<file path="src/isa_pkg.sv">
package isa_pkg;

    localparam int xlen       = 32;
    localparam int reg_addr_w = 5;

    typedef struct packed {
        logic [5:0]            op;
        logic [reg_addr_w-1:0] rs;
        logic [reg_addr_w-1:0] rt;
        logic [reg_addr_w-1:0] rd;
        logic [4:0]            sa;
        logic [5:0]            func;
    } inst_r_t;

    typedef struct packed {
        logic [5:0]            op;
        logic [reg_addr_w-1:0] rs;
        logic [reg_addr_w-1:0] rt;
        logic [15:0]           imm;
    } inst_i_t;

    typedef struct packed {
        logic [5:0]  op;
        logic [25:0] jidx;
    } inst_j_t;

    // one instruction word, three ways to read it
    typedef union packed {
        inst_r_t r;
        inst_i_t i;
        inst_j_t j;
    } inst_t;

    // major opcodes
    localparam logic [5:0] op_special = 6'h00;
    localparam logic [5:0] op_regimm  = 6'h01;
    localparam logic [5:0] op_j       = 6'h02;
    localparam logic [5:0] op_jal     = 6'h03;
    localparam logic [5:0] op_beq     = 6'h04;
    localparam logic [5:0] op_bne     = 6'h05;
    localparam logic [5:0] op_addiu   = 6'h09;
    localparam logic [5:0] op_andi    = 6'h0c;
    localparam logic [5:0] op_ori     = 6'h0d;
    localparam logic [5:0] op_xori    = 6'h0e;
    localparam logic [5:0] op_lui     = 6'h0f;
    localparam logic [5:0] op_lw      = 6'h23;
    localparam logic [5:0] op_sw      = 6'h2b;

    // special function field
    localparam logic [5:0] func_sll     = 6'h00;
    localparam logic [5:0] func_srl     = 6'h02;
    localparam logic [5:0] func_sra     = 6'h03;
    localparam logic [5:0] func_jr      = 6'h08;
    localparam logic [5:0] func_syscall = 6'h0c;
    localparam logic [5:0] func_break   = 6'h0d;
    localparam logic [5:0] func_addu    = 6'h21;
    localparam logic [5:0] func_subu    = 6'h23;
    localparam logic [5:0] func_and     = 6'h24;
    localparam logic [5:0] func_or      = 6'h25;
    localparam logic [5:0] func_xor     = 6'h26;
    localparam logic [5:0] func_nor     = 6'h27;
    localparam logic [5:0] func_slt     = 6'h2a;
    localparam logic [5:0] func_sltu    = 6'h2b;

    // regimm rt field
    localparam logic [reg_addr_w-1:0] rt_bltz = 5'h00;
    localparam logic [reg_addr_w-1:0] rt_bgez = 5'h01;

    typedef logic [4:0] exc_code_t;

    localparam exc_code_t exc_adel = 5'd4;
    localparam exc_code_t exc_sys  = 5'd8;
    localparam exc_code_t exc_bp   = 5'd9;
    localparam exc_code_t exc_ri   = 5'd10;

    typedef logic [11:0] alu_op_t;

    // bit positions inside alu_op_t
    localparam int alu_add  = 0;
    localparam int alu_sub  = 1;
    localparam int alu_slt  = 2;
    localparam int alu_sltu = 3;
    localparam int alu_and  = 4;
    localparam int alu_nor  = 5;
    localparam int alu_or   = 6;
    localparam int alu_xor  = 7;
    localparam int alu_sll  = 8;
    localparam int alu_srl  = 9;
    localparam int alu_sra  = 10;
    localparam int alu_lui  = 11;

endpackage
</file>
<file path="src/pipe_pkg.sv">
package pipe_pkg;

    typedef struct packed {
        logic                        ex;
        isa_pkg::inst_t              inst;
        logic [isa_pkg::xlen-1:0]    pc;
    } fs_to_ds_t;

    typedef struct packed {
        logic                            ex;
        isa_pkg::exc_code_t              excode;
        isa_pkg::alu_op_t                alu_op;
        logic                            src1_is_sa;
        logic                            src1_is_pc;
        logic                            src2_is_simm;
        logic                            src2_is_usimm;
        logic                            src2_is_8;
        logic                            load;
        logic                            store;
        logic                            gr_we;
        logic [isa_pkg::reg_addr_w-1:0]  dest;
        logic [15:0]                     imm;
        logic [isa_pkg::xlen-1:0]        rs_value;
        logic [isa_pkg::xlen-1:0]        rt_value;
        logic [isa_pkg::xlen-1:0]        pc;
    } ds_to_es_t;

    typedef struct packed {
        logic                     taken;
        logic [isa_pkg::xlen-1:0] target;
    } br_t;

    typedef struct packed {
        logic                           we;
        logic [isa_pkg::reg_addr_w-1:0] addr;
        logic [isa_pkg::xlen-1:0]       data;
    } rf_wr_t;

    typedef struct packed {
        logic rs_fwd;
        logic rt_fwd;
    } fwd_sel_t;

    // hold keeps the stage, drain lets the next one in without sending this one on
    typedef enum logic [1:0] {
        stall_none  = 2'b00,
        stall_hold  = 2'b01,
        stall_drain = 2'b10
    } stall_t;

    typedef struct packed {
        logic [isa_pkg::reg_addr_w-1:0] rs;
        logic [isa_pkg::reg_addr_w-1:0] rt;
    } rf_raddr_t;

endpackage

</file>
<file path="src/id_stage.sv">
`timescale 1ns/1ps

module id_stage (
    input  logic                      clk,
    input  logic                      rst_n,
    input  logic                      fs_valid,
    input  pipe_pkg::fs_to_ds_t       fs_bus,
    input  logic                      es_allowin,
    input  pipe_pkg::rf_wr_t          rf_wr,
    input  pipe_pkg::fwd_sel_t        fwd_sel,
    input  logic [isa_pkg::xlen-1:0]  fwd_data,
    input  pipe_pkg::stall_t          stall,
    input  logic                      ex_flush,
    output logic                      ds_allowin,
    output logic                      ds_to_es_valid,
    output pipe_pkg::ds_to_es_t       ds_to_es_bus,
    output pipe_pkg::br_t             br,
    output pipe_pkg::rf_raddr_t       rf_raddr
);

    pipe_pkg::fs_to_ds_t      inst_bus;
    logic                     ds_valid;
    logic [isa_pkg::xlen-1:0] rs_value;
    logic [isa_pkg::xlen-1:0] rt_value;

    assign rf_raddr.rs = inst_bus.inst.r.rs;
    assign rf_raddr.rt = inst_bus.inst.r.rt;

    id_pipe_reg u_pipe_reg (
        .clk            (clk),
        .rst_n          (rst_n),
        .fs_valid       (fs_valid),
        .fs_bus         (fs_bus),
        .es_allowin     (es_allowin),
        .stall          (stall),
        .ex_flush       (ex_flush),
        .ds_allowin     (ds_allowin),
        .ds_valid       (ds_valid),
        .ds_to_es_valid (ds_to_es_valid),
        .inst_bus       (inst_bus)
    );

    regfile u_regfile (
        .clk      (clk),
        .rst_n    (rst_n),
        .raddr    (rf_raddr),
        .wr       (rf_wr),
        .fwd_sel  (fwd_sel),
        .fwd_data (fwd_data),
        .rs_value (rs_value),
        .rt_value (rt_value)
    );

    inst_decoder u_decoder (
        .inst_bus     (inst_bus),
        .ds_valid     (ds_valid),
        .rs_value     (rs_value),
        .rt_value     (rt_value),
        .ds_to_es_bus (ds_to_es_bus)
    );

    branch_unit u_branch (
        .inst_bus (inst_bus),
        .ds_valid (ds_valid),
        .rs_value (rs_value),
        .rt_value (rt_value),
        .br       (br)
    );

endmodule

</file>
<file path="src/branch_unit.sv">
`timescale 1ns/1ps

module branch_unit (
    input  pipe_pkg::fs_to_ds_t       inst_bus,
    input  logic                      ds_valid,
    input  logic [isa_pkg::xlen-1:0]  rs_value,
    input  logic [isa_pkg::xlen-1:0]  rt_value,
    output pipe_pkg::br_t             br
);

    isa_pkg::inst_t           inst;
    logic [isa_pkg::xlen-1:0] pc_plus4;
    logic [isa_pkg::xlen-1:0] br_offset;
    logic                     is_beq;
    logic                     is_bne;
    logic                     is_bgez;
    logic                     is_bltz;
    logic                     is_jump;
    logic                     is_jr;
    logic                     is_cond;

    assign inst      = inst_bus.inst;
    // targets are relative to the delay slot
    assign pc_plus4  = inst_bus.pc + 32'd4;
    assign br_offset = {{(isa_pkg::xlen-18){inst.i.imm[15]}}, inst.i.imm, 2'b00};

    assign is_beq  = inst.i.op == isa_pkg::op_beq;
    assign is_bne  = inst.i.op == isa_pkg::op_bne;
    assign is_bgez = inst.i.op == isa_pkg::op_regimm && inst.i.rt == isa_pkg::rt_bgez;
    assign is_bltz = inst.i.op == isa_pkg::op_regimm && inst.i.rt == isa_pkg::rt_bltz;
    assign is_jump = inst.j.op == isa_pkg::op_j || inst.j.op == isa_pkg::op_jal;
    assign is_jr   = inst.r.op == isa_pkg::op_special && inst.r.func == isa_pkg::func_jr
                     && inst.r.rt == '0 && inst.r.rd == '0 && inst.r.sa == '0;
    assign is_cond = is_beq | is_bne | is_bgez | is_bltz;

    assign br.taken = ds_valid && ((is_beq && rs_value == rt_value)
                                || (is_bne && rs_value != rt_value)
                                || (is_bgez && !rs_value[isa_pkg::xlen-1])
                                || (is_bltz && rs_value[isa_pkg::xlen-1])
                                || is_jump || is_jr);

    assign br.target = is_cond ? pc_plus4 + br_offset :
                       is_jr   ? rs_value :
                                 {pc_plus4[31:28], inst.j.jidx, 2'b00};

    // at most one branch kind decodes from any word
    always_comb begin
        assert final ($onehot0({is_beq, is_bne, is_bgez, is_bltz, is_jump, is_jr}))
            else $error("branch_unit: word decodes as more than one branch kind");
    end

endmodule

</file>
<file path="src/regfile.sv">
`timescale 1ns/1ps

module regfile (
    input  logic                      clk,
    input  logic                      rst_n,
    input  pipe_pkg::rf_raddr_t       raddr,
    input  pipe_pkg::rf_wr_t          wr,
    input  pipe_pkg::fwd_sel_t        fwd_sel,
    input  logic [isa_pkg::xlen-1:0]  fwd_data,
    output logic [isa_pkg::xlen-1:0]  rs_value,
    output logic [isa_pkg::xlen-1:0]  rt_value
);

    // r0 is not stored
    logic [isa_pkg::xlen-1:0] regs [1:31];
    logic [isa_pkg::xlen-1:0] rdata_rs;
    logic [isa_pkg::xlen-1:0] rdata_rt;

    always_ff @(posedge clk) begin
        if (wr.we && wr.addr != '0) begin
            regs[wr.addr] <= wr.data;
        end
    end

    // no write-through
    // a same-cycle write needs the forward path
    assign rdata_rs = (raddr.rs == '0) ? '0 : regs[raddr.rs];
    assign rdata_rt = (raddr.rt == '0) ? '0 : regs[raddr.rt];

    assign rs_value = fwd_sel.rs_fwd ? fwd_data : rdata_rs;
    assign rt_value = fwd_sel.rt_fwd ? fwd_data : rdata_rt;

    // a write to r0 is dropped and changes nothing that is read
    property p_r0_write_dropped;
        @(posedge clk) disable iff (!rst_n)
            (wr.we && wr.addr == '0) |=>
                !$stable(raddr) || ($stable(rdata_rs) && $stable(rdata_rt));
    endproperty

    assert property (p_r0_write_dropped)
        else $error("regfile: write to r0 became visible");

endmodule

</file>
<file path="src/inst_decoder.sv">
`timescale 1ns/1ps

module inst_decoder (
    input  pipe_pkg::fs_to_ds_t       inst_bus,
    input  logic                      ds_valid,
    input  logic [isa_pkg::xlen-1:0]  rs_value,
    input  logic [isa_pkg::xlen-1:0]  rt_value,
    output pipe_pkg::ds_to_es_t       ds_to_es_bus
);

    isa_pkg::inst_t   inst;
    logic             special;
    logic             sa_zero;
    logic             inst_addu;
    logic             inst_subu;
    logic             inst_slt;
    logic             inst_sltu;
    logic             inst_and;
    logic             inst_or;
    logic             inst_xor;
    logic             inst_nor;
    logic             inst_sll;
    logic             inst_srl;
    logic             inst_sra;
    logic             inst_jr;
    logic             inst_syscall;
    logic             inst_break;
    logic             inst_addiu;
    logic             inst_andi;
    logic             inst_ori;
    logic             inst_xori;
    logic             inst_lui;
    logic             inst_lw;
    logic             inst_sw;
    logic             inst_beq;
    logic             inst_bne;
    logic             inst_bgez;
    logic             inst_bltz;
    logic             inst_j;
    logic             inst_jal;
    logic             inst_known;
    logic             dst_is_r31;
    logic             dst_is_rt;
    logic             writes_gpr;
    isa_pkg::alu_op_t alu_op;

    assign inst    = inst_bus.inst;
    assign special = inst.r.op == isa_pkg::op_special;
    assign sa_zero = inst.r.sa == '0;

    // register forms
    assign inst_addu    = special && sa_zero && inst.r.func == isa_pkg::func_addu;
    assign inst_subu    = special && sa_zero && inst.r.func == isa_pkg::func_subu;
    assign inst_slt     = special && sa_zero && inst.r.func == isa_pkg::func_slt;
    assign inst_sltu    = special && sa_zero && inst.r.func == isa_pkg::func_sltu;
    assign inst_and     = special && sa_zero && inst.r.func == isa_pkg::func_and;
    assign inst_or      = special && sa_zero && inst.r.func == isa_pkg::func_or;
    assign inst_xor     = special && sa_zero && inst.r.func == isa_pkg::func_xor;
    assign inst_nor     = special && sa_zero && inst.r.func == isa_pkg::func_nor;
    assign inst_sll     = special && inst.r.rs == '0 && inst.r.func == isa_pkg::func_sll;
    assign inst_srl     = special && inst.r.rs == '0 && inst.r.func == isa_pkg::func_srl;
    assign inst_sra     = special && inst.r.rs == '0 && inst.r.func == isa_pkg::func_sra;
    assign inst_jr      = special && sa_zero && inst.r.rt == '0 && inst.r.rd == '0
                          && inst.r.func == isa_pkg::func_jr;
    assign inst_syscall = special && inst.r.func == isa_pkg::func_syscall;
    assign inst_break   = special && inst.r.func == isa_pkg::func_break;

    // immediate and jump forms
    assign inst_addiu = inst.i.op == isa_pkg::op_addiu;
    assign inst_andi  = inst.i.op == isa_pkg::op_andi;
    assign inst_ori   = inst.i.op == isa_pkg::op_ori;
    assign inst_xori  = inst.i.op == isa_pkg::op_xori;
    assign inst_lui   = inst.i.op == isa_pkg::op_lui && inst.i.rs == '0;
    assign inst_lw    = inst.i.op == isa_pkg::op_lw;
    assign inst_sw    = inst.i.op == isa_pkg::op_sw;
    assign inst_beq   = inst.i.op == isa_pkg::op_beq;
    assign inst_bne   = inst.i.op == isa_pkg::op_bne;
    assign inst_bgez  = inst.i.op == isa_pkg::op_regimm && inst.i.rt == isa_pkg::rt_bgez;
    assign inst_bltz  = inst.i.op == isa_pkg::op_regimm && inst.i.rt == isa_pkg::rt_bltz;
    assign inst_j     = inst.i.op == isa_pkg::op_j;
    assign inst_jal   = inst.i.op == isa_pkg::op_jal;

    assign writes_gpr = inst_addu | inst_subu | inst_slt | inst_sltu | inst_and | inst_or
                      | inst_xor | inst_nor | inst_sll | inst_srl | inst_sra | inst_addiu
                      | inst_andi | inst_ori | inst_xori | inst_lui | inst_lw | inst_jal;
    assign inst_known = writes_gpr | inst_sw | inst_beq | inst_bne | inst_bgez | inst_bltz
                      | inst_j | inst_jr | inst_syscall | inst_break;

    assign dst_is_r31 = inst_jal;
    assign dst_is_rt  = inst_addiu | inst_andi | inst_ori | inst_xori | inst_lui | inst_lw;

    always_comb begin
        alu_op = '0;
        // jal computes its link address pc+8 on the adder
        alu_op[isa_pkg::alu_add]  = inst_addu | inst_addiu | inst_lw | inst_sw | inst_jal;
        alu_op[isa_pkg::alu_sub]  = inst_subu;
        alu_op[isa_pkg::alu_slt]  = inst_slt;
        alu_op[isa_pkg::alu_sltu] = inst_sltu;
        alu_op[isa_pkg::alu_and]  = inst_and | inst_andi;
        alu_op[isa_pkg::alu_nor]  = inst_nor;
        alu_op[isa_pkg::alu_or]   = inst_or | inst_ori;
        alu_op[isa_pkg::alu_xor]  = inst_xor | inst_xori;
        alu_op[isa_pkg::alu_sll]  = inst_sll;
        alu_op[isa_pkg::alu_srl]  = inst_srl;
        alu_op[isa_pkg::alu_sra]  = inst_sra;
        alu_op[isa_pkg::alu_lui]  = inst_lui;
    end

    always_comb begin
        ds_to_es_bus.ex = 1'b1;
        // fetch error outranks anything found in the word
        if (inst_bus.ex) begin
            ds_to_es_bus.excode = isa_pkg::exc_adel;
        end else if (inst_break) begin
            ds_to_es_bus.excode = isa_pkg::exc_bp;
        end else if (inst_syscall) begin
            ds_to_es_bus.excode = isa_pkg::exc_sys;
        end else if (!inst_known) begin
            ds_to_es_bus.excode = isa_pkg::exc_ri;
        end else begin
            ds_to_es_bus.ex     = 1'b0;
            ds_to_es_bus.excode = '0;
        end
        ds_to_es_bus.alu_op        = alu_op;
        ds_to_es_bus.src1_is_sa    = inst_sll | inst_srl | inst_sra;
        ds_to_es_bus.src1_is_pc    = inst_jal;
        ds_to_es_bus.src2_is_simm  = inst_addiu | inst_lui | inst_lw | inst_sw;
        ds_to_es_bus.src2_is_usimm = inst_andi | inst_ori | inst_xori;
        ds_to_es_bus.src2_is_8     = inst_jal;
        ds_to_es_bus.load          = inst_lw && ds_valid;
        ds_to_es_bus.store         = inst_sw && ds_valid;
        ds_to_es_bus.gr_we         = writes_gpr && ds_valid;
        ds_to_es_bus.dest          = dst_is_r31 ? 5'd31 : dst_is_rt ? inst.i.rt : inst.r.rd;
        ds_to_es_bus.imm           = inst.i.imm;
        ds_to_es_bus.rs_value      = rs_value;
        ds_to_es_bus.rt_value      = rt_value;
        ds_to_es_bus.pc            = inst_bus.pc;
    end

    always_comb begin
        assert final (!ds_valid || $onehot0(ds_to_es_bus.alu_op))
            else $error("inst_decoder: alu_op is not one-hot");
    end

endmodule

</file>
<file path="src/id_pipe_reg.sv">
`timescale 1ns/1ps

module id_pipe_reg (
    input  logic               clk,
    input  logic               rst_n,
    input  logic               fs_valid,
    input  pipe_pkg::fs_to_ds_t fs_bus,
    input  logic               es_allowin,
    input  pipe_pkg::stall_t   stall,
    input  logic               ex_flush,
    output logic               ds_allowin,
    output logic               ds_valid,
    output logic               ds_to_es_valid,
    output pipe_pkg::fs_to_ds_t inst_bus
);

    logic flow_allowin;

    // decode always finishes in one cycle
    assign flow_allowin = !ds_valid || es_allowin;

    always_comb begin
        case (stall)
            pipe_pkg::stall_hold:  ds_allowin = 1'b0;
            pipe_pkg::stall_drain: ds_allowin = 1'b1;
            default:               ds_allowin = flow_allowin;
        endcase
    end

    assign ds_to_es_valid = (stall == pipe_pkg::stall_none) && ds_valid;

    always_ff @(posedge clk or negedge rst_n) begin
        if (!rst_n) begin
            ds_valid <= 1'b0;
        end else if (ex_flush) begin
            ds_valid <= 1'b0;
        end else if (ds_allowin) begin
            ds_valid <= fs_valid;
        end
    end

    always_ff @(posedge clk) begin
        if (fs_valid && ds_allowin) begin
            inst_bus <= fs_bus;
        end
    end

    // a held instruction stays in the stage
    assert property (@(posedge clk) disable iff (!rst_n)
        (stall == pipe_pkg::stall_hold && ds_valid && !ex_flush) |=> ds_valid)
        else $error("id_pipe_reg: instruction lost during stall_hold");

    // held instruction stays put until the stage lets go
    assert property (@(posedge clk) disable iff (!rst_n)
        (ds_valid && !ds_allowin) |=> $stable(inst_bus))
        else $error("id_pipe_reg: inst_bus changed while held");

endmodule

</file>
<file path="config.mk">
export PLATFORM = sky130hd
export DESIGN_NAME = id_stage
export DESIGN_NICKNAME = d
export VERILOG_FILES = /design/src/isa_pkg.sv /design/src/pipe_pkg.sv /design/src/id_stage.sv /design/src/branch_unit.sv /design/src/regfile.sv /design/src/inst_decoder.sv /design/src/id_pipe_reg.sv
export SDC_FILE = /design/constraint.sdc
export NUM_CORES = 1
export LEC_CHECK = 0
export ABC_CLOCK_PERIOD_IN_PS = 8900
export BUFFER_PORTS_ARGS = -buffer_cell sky130_fd_sc_hd__buf_4
export CAP_MARGIN = 20
export CORE_MARGIN = 5
export CORE_UTILIZATION = 40
export CTS_BUF_LIST = sky130_fd_sc_hd__clkbuf_16
export DETAILED_ROUTE_END_ITERATION = 10
export SETUP_SLACK_MARGIN = 0.3
export SYNTH_ARGS = -nofsm -noshare
export SYNTH_HDL_FRONTEND = slang
export SYNTH_HIERARCHICAL = 1
export SYNTH_SLANG_ARGS = --single-unit
</file>
<file path="constraint.sdc">
create_clock -name clk -period 8.9 [get_ports clk]
set_clock_uncertainty 0.1 [all_clocks]
set_input_delay 0.89 -clock clk [delete_from_list [all_inputs] [get_ports clk]]
set_output_delay 0.89 -clock clk [all_outputs]
set_load 0.005 [all_outputs]
</file>
==> results.tsv <==
stage	metric	value	unit
detailed_routing	drt-vias-per-instance	6.51	
layout	final_cell_mix	1057 x edfxtp_1, 428 x buf_4, 353 x mux4_2	
clock_tree	cts_tree	yes	
sta	setup_viol	0	
detailed_routing	drc	0	
floorplan	dieArea	142000	um2
grt	grt_overflow	0	
layout	num-fill-cells	11468	
sta	rsz0062_at_grt	no	
layout	final_common_cell	edfxtp_1	
floorplan	io_pins	332	
detailed_routing	postRouteAntennaNets	0	
clock_tree	clock_path_buffers	3	
floorplan	fp.dieW	376	um
run_status	status	finished, final reports clean	
grt	grt_max_degree	99	
placed_design	hpwl	124	mm
sta	fmax	133	MHz
synth	post-synth-top-area-fraction	59.1	%
clock_tree	clockRootBuffer	clkbuf_16	
grt	antenna_found_initial	12	
synth	synth.distinct_cells	81	
sta	tightest_slew	1.21	ns
synth	mappedNetlistNets	3521	
power_and_ir_drop	power_leakage	0.0206	uW
floorplan	die_h	376	um
sta	final_hold_viol_count	0	
power_and_ir_drop	vdd_drop_max	0.172	mV
detailed_routing	wl_per_cell	36.5	um
sta	fin_crit_sh	84.5	%
synth	seq_area_frac_synth	59.1	%
synth	synth_warnings	6	
grt	grt_pass1_vias	34721	
synth	syn_inst	3339	
layout	final_area	61300	um2
clock_tree	postCtsSetupRepairBufs	0	
power_and_ir_drop	p_per_area	193	nW/um2
synth	synth-async-reset-ratio	0.0945	%
worst_hold_path	hold_path.class	input pin to flip-flop	
synth	yosysTopAreaCell	edfxtp_1	
placed_design	place.gp.congestion	0.962	
critical_path	worstSetupStartpointType	flip-flop	
critical_path	worstPathArrival	6.53	ns
synth	syn-mean-instance-area	16.1	um2
critical_path	worstSetupEndpointType	output pin	
detailed_routing	dr_total_vias	35142	
synth	ys.flop_type	edfxtp_1	
layout	syn_to_final_growth	14.2	%
layout	layoutNonFillerInstCount	5395	
placed_design	placed_cells	5188	
synth	ys_ff_latch	1058	
synth	yosys-top-cells-area	edfxtp_1 59%, mux4_2 15%, mux2i_1 4.9%	
synth	synth-edff-count	1057	
detailed_routing	wirelength	197	mm
clock_tree	clk_pin_slew_worst_paths	0.06	ns
grt	grt_pass1_wl	271	mm
floorplan	initial_core_util	40.3	%
sta	finalSetupTns	0	ns
clock_tree	cts_made_buffers	111	
placed_design	io_buffers	330	
critical_path	critPathMaxFanout	41	
clock_tree	cts.sinks	1058	
sta	slew_viol_final	0	
sta	period_minus_slack	7.52	ns
detailed_routing	detail_route.iter0.violations	4429	
synth	syn_area	53700	um2
clock_tree	cts_max_level	3	
grt	track_usage	27.0	%
clock_tree	clkLatencyLatePin	0.73	ns
placed_design	dpl_cell_area	57800	um2
sta	slew_headroom	19.5	%
power_and_ir_drop	finalPower	11800	uW
layout	finalNetCount	3717	
flow_run	maxCapViolCount	0	
layout	drive_gt1_share	33.5	%
critical_path	cp_data_required_time	7.91	ns
floorplan	core_area	133000	um2
detailed_routing	drtPass1Iterations	6	
floorplan	rows	134	
critical_path	critPathKind	flip-flop to output pin	
[path summary, 6_finish.rpt]
check	depth (start not counted)	from	slack, ns	to
worst min register to register	2	u_pipe_reg/ds_valid	0.76	u_pipe_reg/ds_valid
min in group asynchronous	2	rst_n	0.38	u_pipe_reg/ds_valid
worst max-delay path	15	u_pipe_reg/inst_bus[54]	1.38	br[32]
max in group asynchronous	2	rst_n	8.24	u_pipe_reg/ds_valid
worst min-delay path	1	fs_bus[13]	0.23	u_pipe_reg/inst_bus[13]
worst max register to register	2	u_pipe_reg/ds_valid	6.73	u_pipe_reg/inst_bus[1]
[cells in the mapped netlist (8+ instances only)]
cell       instances
buf_4            137
nand2_1          157
o21ai_0           17
xor2_1            53
inv_1             16
buf_2             62
a211oi_1          89
nand2b_1           8
xnor2_1           35
buf_1             11
ha_1              37
a221o_1           32
mux2_2           130
mux4_2           353
nor4_1            25
nand3b_1          11
a2111oi_2         27
nand3_1           24
o21ai_1            9
or2_2             32
o221ai_1          64
a21o_1            17
a22oi_1           31
edfxtp_1        1057
a22o_1            35
o22ai_1           32
nor2_1           137
mux2i_1          263
o2111ai_1         31
a21oi_1          119
and3_1            11
clkbuf_1         142
nand4_1           16
nor3_1            22
[worst max-delay path, cell delays in order, from the launching register on]
cell and delay [ns]:
edfxtp_1 0.62, buf_4 0.42, nor2_4 0.60, buf_4 0.56, a22o_1 0.23, a211oi_1 0.05
a21oi_1 0.78, xor2_1 0.35, nor4_1 0.49, nand4_1 0.23, nor2_1 0.30, xnor2_1 0.15
nor3_1 0.15, a21oi_1 0.06, o32ai_1 0.54, buf_4 0.22
[timing repair]
action | CTS | global route
hold buffers | 1 | 0
endpoints found under the hold margin | 1 | 0
resized for setup | 0 | 0
[kinds of logic after synthesis]
| group | share of synthesized area, % |
|---|---|
| fa+ha+maj | 0.899 |
| buf+inv | 3.82 |
| flops | 59.1 |
| other cells | 0.00698 |
| simple gates | 4.47 |
| xor+xnor | 1.43 |
| compound gates | 7.79 |
| mux | 22.4 |
[power breakdown]
group | switching, uW | internal [uW]
combinational | 959 | 623
sequential | 65.7 | 5570
clock | 1980 | 2640
total | 3000 | 8830
[cell type report]
type                            count  area [um2]  area share [%]
Antenna cell                        3        7.51          0.0122
Inverter                           16        60.1          0.0979
Clock inverter                     89         737            1.20
Tap cell                         1768        2210            3.61
Clock buffer                      113        2830            4.61
Timing Repair Buffer              442        3490            5.69
Multi-Input combinational cell   1906       20200            33.0
Sequential cell                  1058       31800            51.8
[layer usage]
layer / up-vias / wire length (um) / global-route usage (%)
met1: 18474 / 73500 / 34.1
met4: 14 / 9820 / 12.0
met5: - / 92 / 0
met3: 425 / 19800 / 6.57
li1: 14063 / - / -
met2: 2166 / 93900 / 44.3
[flip-flops by register name (all words and copies together) (netlist names)]
| signal | flops |
|---|---|
| u_pipe_reg/ds_valid | 1 |
| u_pipe_reg/inst_bus | 65 |
| u_regfile/regs | 992 |
[through the flow]
stage	worst slack [ns]	hold slack, ns	util (%)
after global placement	2.01	0.567	43.2
after CTS	1.41	0.185	46.0
after global routing	1.13	0.211	46.0
final	1.38	0.233	46.0
after detailed placement	2.26	0.571	43.3
after floorplan	1.98	0.494	-
(Power assumes the default switching activity.)
